<file path="src/design/exu_config.svh">
// execution unit width settings

`ifndef EXU_CONFIG_SVH
`define EXU_CONFIG_SVH

// register file data width
`define EXU_XLEN 32

// register file address width, x0..x31
`define EXU_REG_ADDR_W 5

// iteration counter in the multiplier and the divider
// must hold XLEN-1
`define EXU_STEP_CNT_W 6

`endif

</file>
<file path="src/design/mdu_isa_pkg.sv">
// rv32m operation encodings
`default_nettype none

package mdu_isa_pkg;

    // same value as the funct3 field of an rv32m instruction
    typedef enum logic [2:0] {
        MUL    = 3'd0,
        MULH   = 3'd1,
        MULHSU = 3'd2,
        MULHU  = 3'd3,
        DIV    = 3'd4,
        DIVU   = 3'd5,
        REM    = 3'd6,
        REMU   = 3'd7
    } mdu_op_t;

    // funct3 bit that selects the divider
    localparam int unsigned DIV_BIT = 2;

endpackage

`default_nettype wire

</file>
<file path="src/design/mdu_data_pkg.sv">
// arithmetic unit datapath words
`default_nettype none

`include "exu_config.svh"

package mdu_data_pkg;

    // upper and lower word of a double-width value
    typedef struct packed {
        logic [`EXU_XLEN-1:0] hi;
        logic [`EXU_XLEN-1:0] lo;
    } mdu_half_s;

    // iteration register
    // shifted as one word, read back as two halves
    // mul: hi/lo product, div: hi remainder and lo quotient
    typedef union packed {
        logic [2*`EXU_XLEN-1:0] word;
        mdu_half_s              half;
    } mdu_pair_u;

endpackage

`default_nettype wire

</file>
<file path="src/design/exu_mul.sv">
// iterative shift-add multiplier
`timescale 1ns/10ps
`default_nettype none

`include "exu_config.svh"

module exu_mul (
    input  wire                          clk,
    input  wire                          reset_i,
    input  wire                          start_i,
    input  wire                          flush_i,
    input  wire mdu_isa_pkg::mdu_op_t    op_i,
    input  wire [`EXU_XLEN-1:0]          op1_i,
    input  wire [`EXU_XLEN-1:0]          op2_i,
    output logic                         done_o,
    output logic [`EXU_XLEN-1:0]         result_o
);

    localparam logic [1:0] ST_IDLE = 2'd0;
    localparam logic [1:0] ST_CALC = 2'd1;
    localparam logic [1:0] ST_FIN  = 2'd2;
    localparam int LAST_STEP = `EXU_XLEN - 1;

    logic [1:0]                  state_q;
    logic [`EXU_STEP_CNT_W-1:0]  cnt_q;
    logic [`EXU_XLEN-1:0]        mcand_q;
    logic                        neg_q;
    logic                        hi_sel_q;
    mdu_data_pkg::mdu_pair_u     acc_q;
    mdu_data_pkg::mdu_pair_u     prod_fix;
    logic                        op1_signed;
    logic                        op2_signed;
    logic [`EXU_XLEN-1:0]        op1_abs;
    logic [`EXU_XLEN-1:0]        op2_abs;
    logic [`EXU_XLEN:0]          add_sum;

    always_comb begin
        // MULH signs both, MULHSU only rs1
        op1_signed = (op_i == mdu_isa_pkg::MULH) || (op_i == mdu_isa_pkg::MULHSU);
        op2_signed = (op_i == mdu_isa_pkg::MULH);
        op1_abs = (op1_signed && op1_i[`EXU_XLEN-1]) ? -op1_i : op1_i;
        op2_abs = (op2_signed && op2_i[`EXU_XLEN-1]) ? -op2_i : op2_i;
        // add multiplicand when the current multiplier bit is set
        add_sum = {1'b0, acc_q.half.hi} +
                  (acc_q.half.lo[0] ? {1'b0, mcand_q} : {(`EXU_XLEN+1){1'b0}});
        // sign correction of the full product
        prod_fix.word = neg_q ? -acc_q.word : acc_q.word;
    end

    // sequencing
    always_ff @(posedge clk) begin
        if (reset_i) begin
            state_q <= ST_IDLE;
            cnt_q   <= '0;
            done_o  <= 1'b0;
        end else begin
            done_o <= 1'b0;
            if (flush_i) begin
                state_q <= ST_IDLE;
            end else begin
                case (state_q)
                    ST_IDLE: begin
                        if (start_i) begin
                            state_q <= ST_CALC;
                            cnt_q   <= '0;
                        end
                    end
                    ST_CALC: begin
                        cnt_q <= cnt_q + 1'b1;
                        if (cnt_q == LAST_STEP[`EXU_STEP_CNT_W-1:0]) begin
                            state_q <= ST_FIN;
                        end
                    end
                    default: begin
                        state_q <= ST_IDLE;
                        done_o  <= 1'b1;
                    end
                endcase
            end
        end
    end

    // datapath
    always_ff @(posedge clk) begin
        if (state_q == ST_IDLE && start_i) begin
            mcand_q       <= op1_abs;
            acc_q.half.hi <= '0;
            acc_q.half.lo <= op2_abs;
            neg_q    <= (op1_signed & op1_i[`EXU_XLEN-1]) ^ (op2_signed & op2_i[`EXU_XLEN-1]);
            hi_sel_q <= (op_i != mdu_isa_pkg::MUL);
        end else if (state_q == ST_CALC) begin
            // carry drops into the top, multiplier bits fall out the bottom
            acc_q.word <= {add_sum, acc_q.half.lo[`EXU_XLEN-1:1]};
        end else if (state_q == ST_FIN) begin
            result_o <= hi_sel_q ? prod_fix.half.hi : prod_fix.half.lo;
        end
    end

endmodule

`default_nettype wire

</file>
<file path="src/design/exu_div.sv">
// iterative restoring divider
`timescale 1ns/10ps
`default_nettype none

`include "exu_config.svh"

module exu_div (
    input  wire                          clk,
    input  wire                          reset_i,
    input  wire                          start_i,
    input  wire                          flush_i,
    input  wire mdu_isa_pkg::mdu_op_t    op_i,
    input  wire [`EXU_XLEN-1:0]          op1_i,
    input  wire [`EXU_XLEN-1:0]          op2_i,
    output logic                         done_o,
    output logic [`EXU_XLEN-1:0]         result_o
);

    localparam logic [1:0] ST_IDLE = 2'd0;
    localparam logic [1:0] ST_CALC = 2'd1;
    localparam logic [1:0] ST_FIN  = 2'd2;
    localparam int LAST_STEP = `EXU_XLEN - 1;

    logic [1:0]                  state_q;
    logic [`EXU_STEP_CNT_W-1:0]  cnt_q;
    logic [`EXU_XLEN-1:0]        dvsr_q;
    logic                        neg_quo_q;
    logic                        neg_rem_q;
    logic                        rem_sel_q;
    mdu_data_pkg::mdu_pair_u     acc_q;
    mdu_data_pkg::mdu_pair_u     shift_w;
    mdu_data_pkg::mdu_pair_u     nxt_w;
    logic                        is_signed;
    logic                        rem_sel;
    logic                        div_zero;
    logic                        div_ovf;
    logic [`EXU_XLEN-1:0]        op1_abs;
    logic [`EXU_XLEN-1:0]        op2_abs;
    logic [`EXU_XLEN:0]          trial;
    logic [`EXU_XLEN-1:0]        quo_fix;
    logic [`EXU_XLEN-1:0]        rem_fix;

    always_comb begin
        is_signed = (op_i == mdu_isa_pkg::DIV) || (op_i == mdu_isa_pkg::REM);
        rem_sel   = (op_i == mdu_isa_pkg::REM) || (op_i == mdu_isa_pkg::REMU);
        div_zero  = (op2_i == '0);
        // most negative dividend over -1
        div_ovf   = is_signed && (op1_i == {1'b1, {(`EXU_XLEN-1){1'b0}}}) && (&op2_i);
        op1_abs = (is_signed && op1_i[`EXU_XLEN-1]) ? -op1_i : op1_i;
        op2_abs = (is_signed && op2_i[`EXU_XLEN-1]) ? -op2_i : op2_i;
        // shift remainder:quotient left, bring the next dividend bit in
        shift_w.word = acc_q.word << 1;
        trial = {acc_q.half.hi[`EXU_XLEN-1], shift_w.half.hi} - {1'b0, dvsr_q};
        nxt_w = shift_w;
        // no borrow, keep the difference and set the quotient bit
        if (!trial[`EXU_XLEN]) begin
            nxt_w.half.hi    = trial[`EXU_XLEN-1:0];
            nxt_w.half.lo[0] = 1'b1;
        end
        quo_fix = neg_quo_q ? -acc_q.half.lo : acc_q.half.lo;
        rem_fix = neg_rem_q ? -acc_q.half.hi : acc_q.half.hi;
    end

    // sequencing
    always_ff @(posedge clk) begin
        if (reset_i) begin
            state_q <= ST_IDLE;
            cnt_q   <= '0;
            done_o  <= 1'b0;
        end else begin
            done_o <= 1'b0;
            if (flush_i) begin
                state_q <= ST_IDLE;
            end else begin
                case (state_q)
                    ST_IDLE: begin
                        if (start_i) begin
                            cnt_q <= '0;
                            // special cases answer straight away
                            if (div_zero || div_ovf) begin
                                done_o <= 1'b1;
                            end else begin
                                state_q <= ST_CALC;
                            end
                        end
                    end
                    ST_CALC: begin
                        cnt_q <= cnt_q + 1'b1;
                        if (cnt_q == LAST_STEP[`EXU_STEP_CNT_W-1:0]) begin
                            state_q <= ST_FIN;
                        end
                    end
                    default: begin
                        state_q <= ST_IDLE;
                        done_o  <= 1'b1;
                    end
                endcase
            end
        end
    end

    // datapath
    always_ff @(posedge clk) begin
        if (state_q == ST_IDLE && start_i) begin
            dvsr_q        <= op2_abs;
            acc_q.half.hi <= '0;
            acc_q.half.lo <= op1_abs;
            neg_quo_q <= is_signed && (op1_i[`EXU_XLEN-1] ^ op2_i[`EXU_XLEN-1]);
            // remainder follows the dividend sign
            neg_rem_q <= is_signed && op1_i[`EXU_XLEN-1];
            rem_sel_q <= rem_sel;
            if (div_zero) begin
                result_o <= rem_sel ? op1_i : '1;
            end else if (div_ovf) begin
                result_o <= rem_sel ? '0 : op1_i;
            end
        end else if (state_q == ST_CALC) begin
            acc_q <= nxt_w;
        end else if (state_q == ST_FIN) begin
            result_o <= rem_sel_q ? rem_fix : quo_fix;
        end
    end

endmodule

`default_nettype wire

</file>
<file path="src/design/exu_muldiv_ctrl.sv">
// multiply/divide request and writeback control
`timescale 1ns/10ps
`default_nettype none

`include "exu_config.svh"

module exu_muldiv_ctrl (
    input  wire                          clk,
    input  wire                          reset_i,
    // request side
    input  wire                          req_i,
    input  wire mdu_isa_pkg::mdu_op_t    op_i,
    input  wire [`EXU_XLEN-1:0]          rs1_i,
    input  wire [`EXU_XLEN-1:0]          rs2_i,
    input  wire [`EXU_REG_ADDR_W-1:0]    rd_i,
    input  wire                          int_assert_i,
    // pipeline stall and register write
    output logic                         hold_o,
    output logic                         reg_we_o,
    output logic [`EXU_REG_ADDR_W-1:0]   reg_waddr_o,
    output logic [`EXU_XLEN-1:0]         reg_wdata_o,
    // shared to both units
    output mdu_isa_pkg::mdu_op_t         op_o,
    output logic [`EXU_XLEN-1:0]         op1_o,
    output logic [`EXU_XLEN-1:0]         op2_o,
    output logic                         flush_o,
    // multiplier
    output logic                         mul_start_o,
    input  wire                          mul_done_i,
    input  wire [`EXU_XLEN-1:0]          mul_result_i,
    // divider
    output logic                         div_start_o,
    input  wire                          div_done_i,
    input  wire [`EXU_XLEN-1:0]          div_result_i
);

    logic busy_q;
    logic accept;
    logic unit_done;

    // new work only when idle and no interrupt pending
    assign accept    = req_i && !busy_q && !int_assert_i;
    assign unit_done = mul_done_i || div_done_i;
    assign hold_o    = busy_q;

    always_ff @(posedge clk) begin
        if (reset_i) begin
            busy_q      <= 1'b0;
            mul_start_o <= 1'b0;
            div_start_o <= 1'b0;
            flush_o     <= 1'b0;
            reg_we_o    <= 1'b0;
        end else begin
            // route the start by the divide bit of funct3
            mul_start_o <= accept && !op_i[mdu_isa_pkg::DIV_BIT];
            div_start_o <= accept && op_i[mdu_isa_pkg::DIV_BIT];
            // interrupt kills whatever is running
            flush_o  <= busy_q && int_assert_i;
            // done from a cancelled op arrives with busy low, dropped here
            reg_we_o <= busy_q && !int_assert_i && unit_done;
            if (accept) begin
                busy_q <= 1'b1;
            end else if (busy_q && (int_assert_i || reg_we_o)) begin
                // release one cycle after the write
                busy_q <= 1'b0;
            end
        end
    end

    // request payload and result
    always_ff @(posedge clk) begin
        if (accept) begin
            op_o        <= op_i;
            op1_o       <= rs1_i;
            op2_o       <= rs2_i;
            reg_waddr_o <= rd_i;
        end
        if (unit_done) begin
            reg_wdata_o <= mul_done_i ? mul_result_i : div_result_i;
        end
    end

endmodule

`default_nettype wire

</file>
<file path="src/design/exu_muldiv_top.sv">
// rv32m multiply/divide execution path
`timescale 1ns/10ps
`default_nettype none

`include "exu_config.svh"

module exu_muldiv_top (
    input  wire                          clk,
    input  wire                          reset_i,
    input  wire                          req_i,
    input  wire mdu_isa_pkg::mdu_op_t    op_i,
    input  wire [`EXU_XLEN-1:0]          rs1_i,
    input  wire [`EXU_XLEN-1:0]          rs2_i,
    input  wire [`EXU_REG_ADDR_W-1:0]    rd_i,
    input  wire                          int_assert_i,
    output wire                          hold_o,
    output wire                          reg_we_o,
    output wire [`EXU_REG_ADDR_W-1:0]    reg_waddr_o,
    output wire [`EXU_XLEN-1:0]          reg_wdata_o
);

    // latched request towards the units
    mdu_isa_pkg::mdu_op_t  unit_op;
    wire [`EXU_XLEN-1:0]   unit_op1;
    wire [`EXU_XLEN-1:0]   unit_op2;
    wire                   unit_flush;
    // multiplier handshake
    wire                   mul_start;
    wire                   mul_done;
    wire [`EXU_XLEN-1:0]   mul_result;
    // divider handshake
    wire                   div_start;
    wire                   div_done;
    wire [`EXU_XLEN-1:0]   div_result;

    exu_muldiv_ctrl u_muldiv_ctrl (
        .clk          (clk),
        .reset_i      (reset_i),
        .req_i        (req_i),
        .op_i         (op_i),
        .rs1_i        (rs1_i),
        .rs2_i        (rs2_i),
        .rd_i         (rd_i),
        .int_assert_i (int_assert_i),
        .hold_o       (hold_o),
        .reg_we_o     (reg_we_o),
        .reg_waddr_o  (reg_waddr_o),
        .reg_wdata_o  (reg_wdata_o),
        .op_o         (unit_op),
        .op1_o        (unit_op1),
        .op2_o        (unit_op2),
        .flush_o      (unit_flush),
        .mul_start_o  (mul_start),
        .mul_done_i   (mul_done),
        .mul_result_i (mul_result),
        .div_start_o  (div_start),
        .div_done_i   (div_done),
        .div_result_i (div_result)
    );

    exu_mul u_mul (
        .clk      (clk),
        .reset_i  (reset_i),
        .start_i  (mul_start),
        .flush_i  (unit_flush),
        .op_i     (unit_op),
        .op1_i    (unit_op1),
        .op2_i    (unit_op2),
        .done_o   (mul_done),
        .result_o (mul_result)
    );

    exu_div u_div (
        .clk      (clk),
        .reset_i  (reset_i),
        .start_i  (div_start),
        .flush_i  (unit_flush),
        .op_i     (unit_op),
        .op1_i    (unit_op1),
        .op2_i    (unit_op2),
        .done_o   (div_done),
        .result_o (div_result)
    );

endmodule

`default_nettype wire

</file>
<file path="config.mk">
export PLATFORM = sky130hd
export DESIGN_NAME = exu_muldiv_top
export DESIGN_NICKNAME = d
export VERILOG_FILES = /design/src/design/mdu_isa_pkg.sv /design/src/design/mdu_data_pkg.sv /design/src/design/exu_mul.sv /design/src/design/exu_div.sv /design/src/design/exu_muldiv_ctrl.sv /design/src/design/exu_muldiv_top.sv
export VERILOG_INCLUDE_DIRS = /design/src /design/src/design
export SDC_FILE = /design/constraint.sdc
export NUM_CORES = 1
export LEC_CHECK = 0
export BUFFER_PORTS_ARGS = -buffer_cell sky130_fd_sc_hd__buf_2
export CAP_MARGIN = 20
export CORE_AREA = 2 2 247 249
export CTS_CLUSTER_SIZE = 16
export DETAILED_ROUTE_END_ITERATION = 6
export DIE_AREA = 0 0 249 251
export PLACE_DENSITY_LB_ADDON = 0.3
export SYNTH_ARGS = -nofsm -noshare
export SYNTH_HDL_FRONTEND = slang
export SYNTH_HIERARCHICAL = 1
export SYNTH_SLANG_ARGS = --single-unit
</file>
<file path="constraint.sdc">
create_clock -name clk -period 4.5 [get_ports clk]
set_input_delay 0 -clock clk [delete_from_list [all_inputs] [get_ports clk]]
set_output_delay 0 -clock clk [all_outputs]
set_load 0.02 [all_outputs]
</file>
==> summary.txt, run 1 <==
Outcome
  – Outcome: complete, no violations

Pwr
  – Combinational share of power: 31.1%
  – LEAKAGE: 10.1 nW
  – Flop pwr share: 38.3%
  – Tot Pwr: 12.5 mW
  – Clk pwr share: 30.5%
  – Int Pwr: 8.05 mW
  – Net Sw Power: 4.44 mW
  – Cell area power density: 457 mW/mm^2
  – Max rail drop VDD: 0.358 mV
  – Switching share of total power: 35.5%

Timing
  – Worst rel slew slack: 28.6%
  – TNS Setup: 0 ns
  – Slew Viols, Final: 0
  – RSZ-0062 raised after global routing: no
  – F_max: 0.259 GHz
  – Worst-margin pin slew: 1.07 ns
  – Tcrit/Tclk final: 85.7%
  – Setup Viol. Count Final: 0
  – Fin. Hold Viols: 0
  – Post-layout min period: 3.86 ns
  – Worst Skew: 0.0244 ns

Critical path
  – Worst r2r src: u_div/acc_q[31]$_DFFE_PP_
  – Flop2flop setup slack: 0.64 ns
  – Critical path type: reg2reg
  – Setup crit end kind: flop
  – Worst Setup Start Kind: flop
  – Critical path required time: 5.00 ns
  – Worst flop-to-flop path endpoint: u_div/acc_q[46]$_SDFFE_PP0P_
  – Max Fanout on Critical Path: 18
  – Arrival @ worst endpoint: 4.35 ns
  – Worst Reg-to-Reg Cells: 13

Clocking
  – Cts repair resizes: 0
  – Setup bufs post-CTS: 0
  – H-tree depth: 2
  – Skew-Pair Late Insertion Delay: 0.59 ns
  – Clock Tree Root: clkbuf_16
  – TritonCTS clock tree: yes
  – Clock buffers created by TritonCTS: 45
  – CTS sink cnt: 388
  – Hold bufs inserted after CTS: 76
  – Clock Path Buffers: 3
  – Reg clk slew, reported paths: 0.06 ns

Place
  – Placed cell area: 0.0250 mm^2
  – Routability cong.: 0.920
  – Hpwl dp: 53200 um
  – # port buffers: 114

Die
  – Std-Cell Rows: 90
  – # IOs: 115
  – Die width: 249 um
  – Core ar.: 0.0598 mm^2
  – Die area: 0.0625 mm^2
  – Initial Util: 39.6%
  – Overall die height: 251 um

Synth
  – Synth unique cells: 85
  – Ys Warns: 6
  – Most used DFF post-synth: edfxtp_1
  – Top cells by area, synth: edfxtp_1, dfxtp_1, xnor2_1
  – Post-Synthesis Cells: 2426
  – Synth Register Bits: 388
  – Mapped Avg Cell Area: 9.76 um^2
  – Largest area contributor in the netlist: edfxtp_1
  – Sequential fraction of the synthesis area: 45.5%
  – Syn nets: 2578
  – EDFF count, synth: 301
  – Mapped cell area: 0.0237 mm^2
  – Synth async-reset ratio: 0%
  – Yosys top cell area share: 38.2%

Drt
  – ANT nets after route: 0
  – Via Count: 19300
  – Final wirelength: 71700 um
  – DRC viols: 0
  – Number of vias per cell: 5.68
  – DRT Pass-1 Iters: 6
  – DR WL/cell: 21.1 um
  – First DRT Iteration DRCs: 1772

Global route
  – Gr ovfl total: 0
  – Vias in the first global route: 18100
  – First-pass GRT wire length: 108000 um
  – Antenna violations before repair: 1
  – Largest net degree at the start of global routing: 114
  – All-Layer GR Usage: 22.4%

Final layout
  – ANT cells: 0
  – Commonest non-fill, non-tap cell in the layout: edfxtp_1
  – Share of cells above drive strength 1: 11.6%
  – Area of the multi-input gates: 0.0121 mm^2
  – Layout net count: 2736
  – Commonest cells after routing, fill and taps aside: edfxtp_1, nand2_1, o21ai_0, a21oi_1, xnor2_1
  – Fillers: 5580
  – Fin area: 0.0273 mm^2
  – Seq. cell area: 0.0108 mm^2
  – P&R area growth vs syn: 15.4%

Min path
  – Hold WC Path Type: in2reg
  – Hold endpoint: u_muldiv_ctrl/op2_o[16]$_DFFE_PP_
  – WHS Path Cells: 2
  – Hold Path Origin: rs2_i[16]

Run
  – Max-cap violations: 0
-- per-layer routing --
layer / vias up / routed length [um] / global-route usage (%)
met5: - / 13 / 0
met1: 9220 / 31700 / 30.5
met3: 141 / 5080 / 3.91
met4: 2 / 2700 / 8.54
met2: 766 / 32200 / 35.5
li1: 9212 / - / -
-- cell type report --
| class | instances | area share [%] |
|---|---|---|
| multi-input combinational | 1845 | 44.4 |
| sequential | 388 | 39.5 |
| timing repair buffer | 222 | 5.84 |
| clock buffer | 52 | 4.45 |
| tap | 782 | 3.58 |
| clock inverter | 32 | 1.17 |
| inverter | 82 | 1.13 |
-- worst max-delay path, cell delays in order, from the launching register on --
cell and delay [ns]:
edfxtp_1 0.38, inv_1 0.07, ha_1 0.23, fa_1 0.42, nor2b_1 0.17, o2111ai_1 0.16
a211oi_1 0.45, o211ai_1 0.20, a211oi_1 0.34, or3_1 0.25, and2_1 0.49, buf_12 0.25
nand2_1 0.14, o21ai_0 0.22
-- stage by stage --
step	utilization [%]	instances	setup slack [ns]	hold slack [ns]
after floorplan	-	2426	0.426	0.0691
after global placement	41.8	3242	0.925	0.177
after detailed placement	41.8	3242	0.717	0.178
after CTS	45.6	3402	0.683	0.0945
after global routing	45.7	3403	0.273	0.111
final	45.7	3403	0.643	0.129
-- worst max path at each step --
stage	start	end	slack, ns
after floorplan	u_muldiv_ctrl/op2_o[10]$_DFFE_PP_	u_div/result_o[0]$_DFFE_PP_	0.43
after global placement	u_div/acc_q[31]$_DFFE_PP_	u_div/acc_q[33]$_SDFFE_PP0P_	0.92
final	u_div/acc_q[31]$_DFFE_PP_	u_div/acc_q[46]$_SDFFE_PP0P_	0.64
after global routing	u_div/acc_q[31]$_DFFE_PP_	u_div/acc_q[46]$_SDFFE_PP0P_	0.27
after detailed placement	u_div/acc_q[31]$_DFFE_PP_	u_div/acc_q[46]$_SDFFE_PP0P_	0.72
after CTS	u_div/acc_q[31]$_DFFE_PP_	u_div/acc_q[46]$_SDFFE_PP0P_	0.68
-- cell usage after synthesis, drive strengths merged, types with 33 or more instances --
cell    count
nand2     276
and2       44
dfxtp      87
xnor2     174
ha         74
nand3      34
xor2      129
o21ai     261
or4        37
inv        82
a21oi     187
o31ai      59
nor3       35
clkbuf     86
edfxtp    301
nor2      146
mux2       33
-- power groups by stage --
stage               Sequential (mW)  Combinational, mW  Clock, mW
floorplan                      4.61               2.87          0
global placement               4.83               3.74          0
detailed placement             4.85               3.78          0
CTS                            4.77               3.85       3.89
global route                   4.83               4.29       4.03
finish                         4.79               3.89       3.82
-- registers in the layout, indices dropped and copies added, names as in the netlist, 2 cells and up --
register,flops
u_div/acc_q,64
u_mul/cnt_q,6
u_muldiv_ctrl/reg_waddr_o,5
u_muldiv_ctrl/op_o,3
u_div/result_o,32
u_mul/state_q,2
u_mul/mcand_q,32
u_div/cnt_q,6
u_muldiv_ctrl/reg_wdata_o,32
u_div/state_q,2
u_div/dvsr_q,32
u_muldiv_ctrl/op2_o,32
u_mul/result_o,32
u_mul/acc_q,64
u_muldiv_ctrl/op1_o,32
-- cell families (layout without fill, tap and decap cells) --
kind of cell / Yosys count / in the layout / synth area share (%)
mux: 59 / 59 / 3.14
flops: 388 / 388 / 45.5
buf+inv: 193 / 388 / 3.36
xor+xnor: 303 / 303 / 11.2
fa+ha+maj: 76 / 76 / 4.08
simple gates: 737 / 737 / 15.4
compound gates: 670 / 670 / 17.2
Power figures use the tool's default switching activity.
==> run 2, diff against run 1 <==
==> constraint.sdc (replaced) <==
create_clock -name clk -period 4.35 [get_ports clk]
set_input_delay 0 -clock clk [delete_from_list [all_inputs] [get_ports clk]]
set_output_delay 0 -clock clk [all_outputs]
set_load 0.02 [all_outputs]
==> summary.txt, run 2 (synthesis gave the netlist of run 1 again) <==
Critical path
  – Setup crit end kind: flop
  – CP most frequent cell: a211oi_1
  – Worst Setup Start Kind: flop
  – Max incr delay on CP: 0.43 ns
  – Arrival @ worst endpoint: 4.26 ns
  – Max Fanout on Critical Path: 19
  – Flop2flop setup slack: 0.57 ns
  – Worst-path cell chain: inv_1 > ha_1 > fa_1 > nor2b_1 > o2111ai_1 > a211oi_1 > o211ai_1 > a211oi_1 > or3_1 > and2_1 > buf_12 > nand2_1 > o21ai_0
  – Worst flop-to-flop path endpoint: u_div/acc_q[55]$_SDFFE_PP0P_
  – Critical path type: reg2reg
  – Worst r2r src: u_div/acc_q[31]$_DFFE_PP_
  – Worst Reg-to-Reg Cells: 13
  – Slowest CP cell: a211oi_1
  – Critical path required time: 4.83 ns

Die
  – Std-Cell Rows: 90
  – Initial Util: 39.6%
  – Overall die height: 251 um
  – Die width: 249 um
  – Die area: 0.0625 mm^2
  – Core ar.: 0.0598 mm^2
  – # IOs: 115

Timing
  – Slew Viols, Final: 0
  – Tcrit/Tclk final: 86.8%
  – Worst rel slew slack: 27.0%
  – RSZ-0062 raised after global routing: no
  – F_max: 0.265 GHz
  – TNS Setup: 0 ns
  – Setup WS post-layout: 0.575 ns
  – Worst Skew: 0.0286 ns
  – Fin. Hold Viols: 0
  – Setup Viol. Count Final: 0
  – WHS: 0.125 ns
  – Post-layout min period: 3.78 ns
  – Worst-margin pin slew: 1.10 ns

Place
  – Pre-CTS setup slack: 0.700 ns
  – # port buffers: 114
  – # placed instances: 3248
  – Hpwl dp: 53400 um
  – Routability cong.: 0.939

Final layout
  – Share of cells above drive strength 1: 11.5%
  – ANT cells: 0
  – P&R area growth vs syn: 15.5%
  – Fin cells: 3407
  – Final core occ: 45.7%
  – Commonest non-fill, non-tap cell in the layout: edfxtp_1
  – Layout net count: 2743
  – Commonest cells after routing, fill and taps aside: edfxtp_1, nand2_1, o21ai_0, a21oi_1, xnor2_1
  – Fillers: 5674
  – Largest regs: u_div/acc_q: 64 flops, u_mul/acc_q: 64 flops

Drt
  – DRT Pass-1 Iters: 5
  – ANT nets after route: 0
  – Number of vias per cell: 5.69
  – Final wirelength: 72100 um
  – DRC viols: 0
  – First DRT Iteration DRCs: 2103
  – Via Count: 19400
  – DR WL/cell: 21.2 um

Clocking
  – CTS sink cnt: 388
  – Clock buffers created by TritonCTS: 46
  – H-tree depth: 2
  – Reg clk slew, reported paths: 0.06 ns
  – TritonCTS clock tree: yes
  – Skew-Pair Late Insertion Delay: 0.59 ns
  – Clock Path Buffers: 3
  – Clock Tree Root: clkbuf_16

Global route
  – First-pass GRT wire length: 109000 um
  – Largest net degree at the start of global routing: 114
  – All-Layer GR Usage: 22.5%
  – Gr ovfl total: 0
  – Vias in the first global route: 18400
  – Antenna violations before repair: 0

Pwr
  – Cell area power density: 471 mW/mm^2
  – Clk pwr share: 30.1%
  – LEAKAGE: 10.1 nW
  – Combinational share of power: 31.6%
  – Max rail drop VDD: 0.308 mV
  – Int Pwr: 8.33 mW
  – Flop pwr share: 38.3%
  – Switching share of total power: 35.3%
  – Net Sw Power: 4.55 mW

Min path
  – WHS Path Cells: 2
  – Hold WC Path Type: in2reg
  – Hold endpoint: u_muldiv_ctrl/op2_o[4]$_DFFE_PP_
  – Hold Path Origin: rs2_i[4]

Run
  – Max-cap violations: 0

Outcome
  – Outcome: complete, no violations
## run 2: cell type report
type | instances | area, um^2 | share of cell area [%]
tap | 782 | 978 | 3.58
inverter | 82 | 308 | 1.13
clock buffer | 60 | 1230 | 4.52
clock inverter | 22 | 260 | 0.952
timing repair buffer | 228 | 1660 | 6.08
sequential | 388 | 10800 | 39.4
multi-input combinational | 1845 | 12100 | 44.3
## run 2: power groups by stage
stage,sequential [mW],clock [mW],combinational (mW)
after floorplan,4.77,0,2.97
after global placement,4.97,0,3.89
after detailed placement,4.99,0,3.94
after CTS,4.91,3.99,4.02
after global routing,4.97,4.12,4.48
final,4.93,3.88,4.07
## run 2: worst max-delay path: cells and delay by family (launching register included)
kind / cells / cell delay, ns
AO/OA/AOI/OAI: 5 / 1.32
AND/OR/NAND/NOR: 4 / 1.02
adder cells (fa/ha/maj): 2 / 0.65
flip-flops: 1 / 0.36
buffers and inverters: 2 / 0.32
## run 2: layer usage
metal  routed length (um)  share of wire (%)  track usage, %  vias to the layer above
li1                     -                  -               -                     9221
met1                32400                 45            31.1                     9277
met2                32900                 46            36.6                      745
met3                 4510                6.2            2.81                      137
met4                 2370                3.3            7.41                        0
met5                    0                  0               0                        -
## run 2: worst max path at each step
| stage | depth (start not counted) | startpoint | end | slack [ns] |
|---|---|---|---|---|
| CTS | 13 | u_div/acc_q[31]$_DFFE_PP_ | u_div/acc_q[55]$_SDFFE_PP0P_ | 0.62 |
| finish | 13 | u_div/acc_q[31]$_DFFE_PP_ | u_div/acc_q[55]$_SDFFE_PP0P_ | 0.57 |
| global placement | 13 | u_div/acc_q[31]$_DFFE_PP_ | u_div/acc_q[33]$_SDFFE_PP0P_ | 0.78 |
| detailed placement | 13 | u_div/acc_q[31]$_DFFE_PP_ | u_div/acc_q[63]$_SDFFE_PP0P_ | 0.70 |
| global route | 13 | u_div/acc_q[31]$_DFFE_PP_ | u_div/acc_q[38]$_SDFFE_PP0P_ | 0.16 |
| floorplan | 8 | u_muldiv_ctrl/op2_o[10]$_DFFE_PP_ | u_div/result_o[0]$_DFFE_PP_ | 0.28 |
## run 2: what timing repair did
action,CTS,global route
endpoints found under the hold margin,87,0
endpoints found under the setup margin,0,0
hold buffers,76,0
resized for setup,0,0
buffers inserted,0,0
## run 2: per-stage QoR
stage / cell area, um^2 / power (mW)
final: 27300 / 12.9
after floorplan: 23700 / 7.74
after global routing: 27300 / 13.6
after detailed placement: 25100 / 8.93
after global placement: 25000 / 8.87
after CTS: 27300 / 12.9
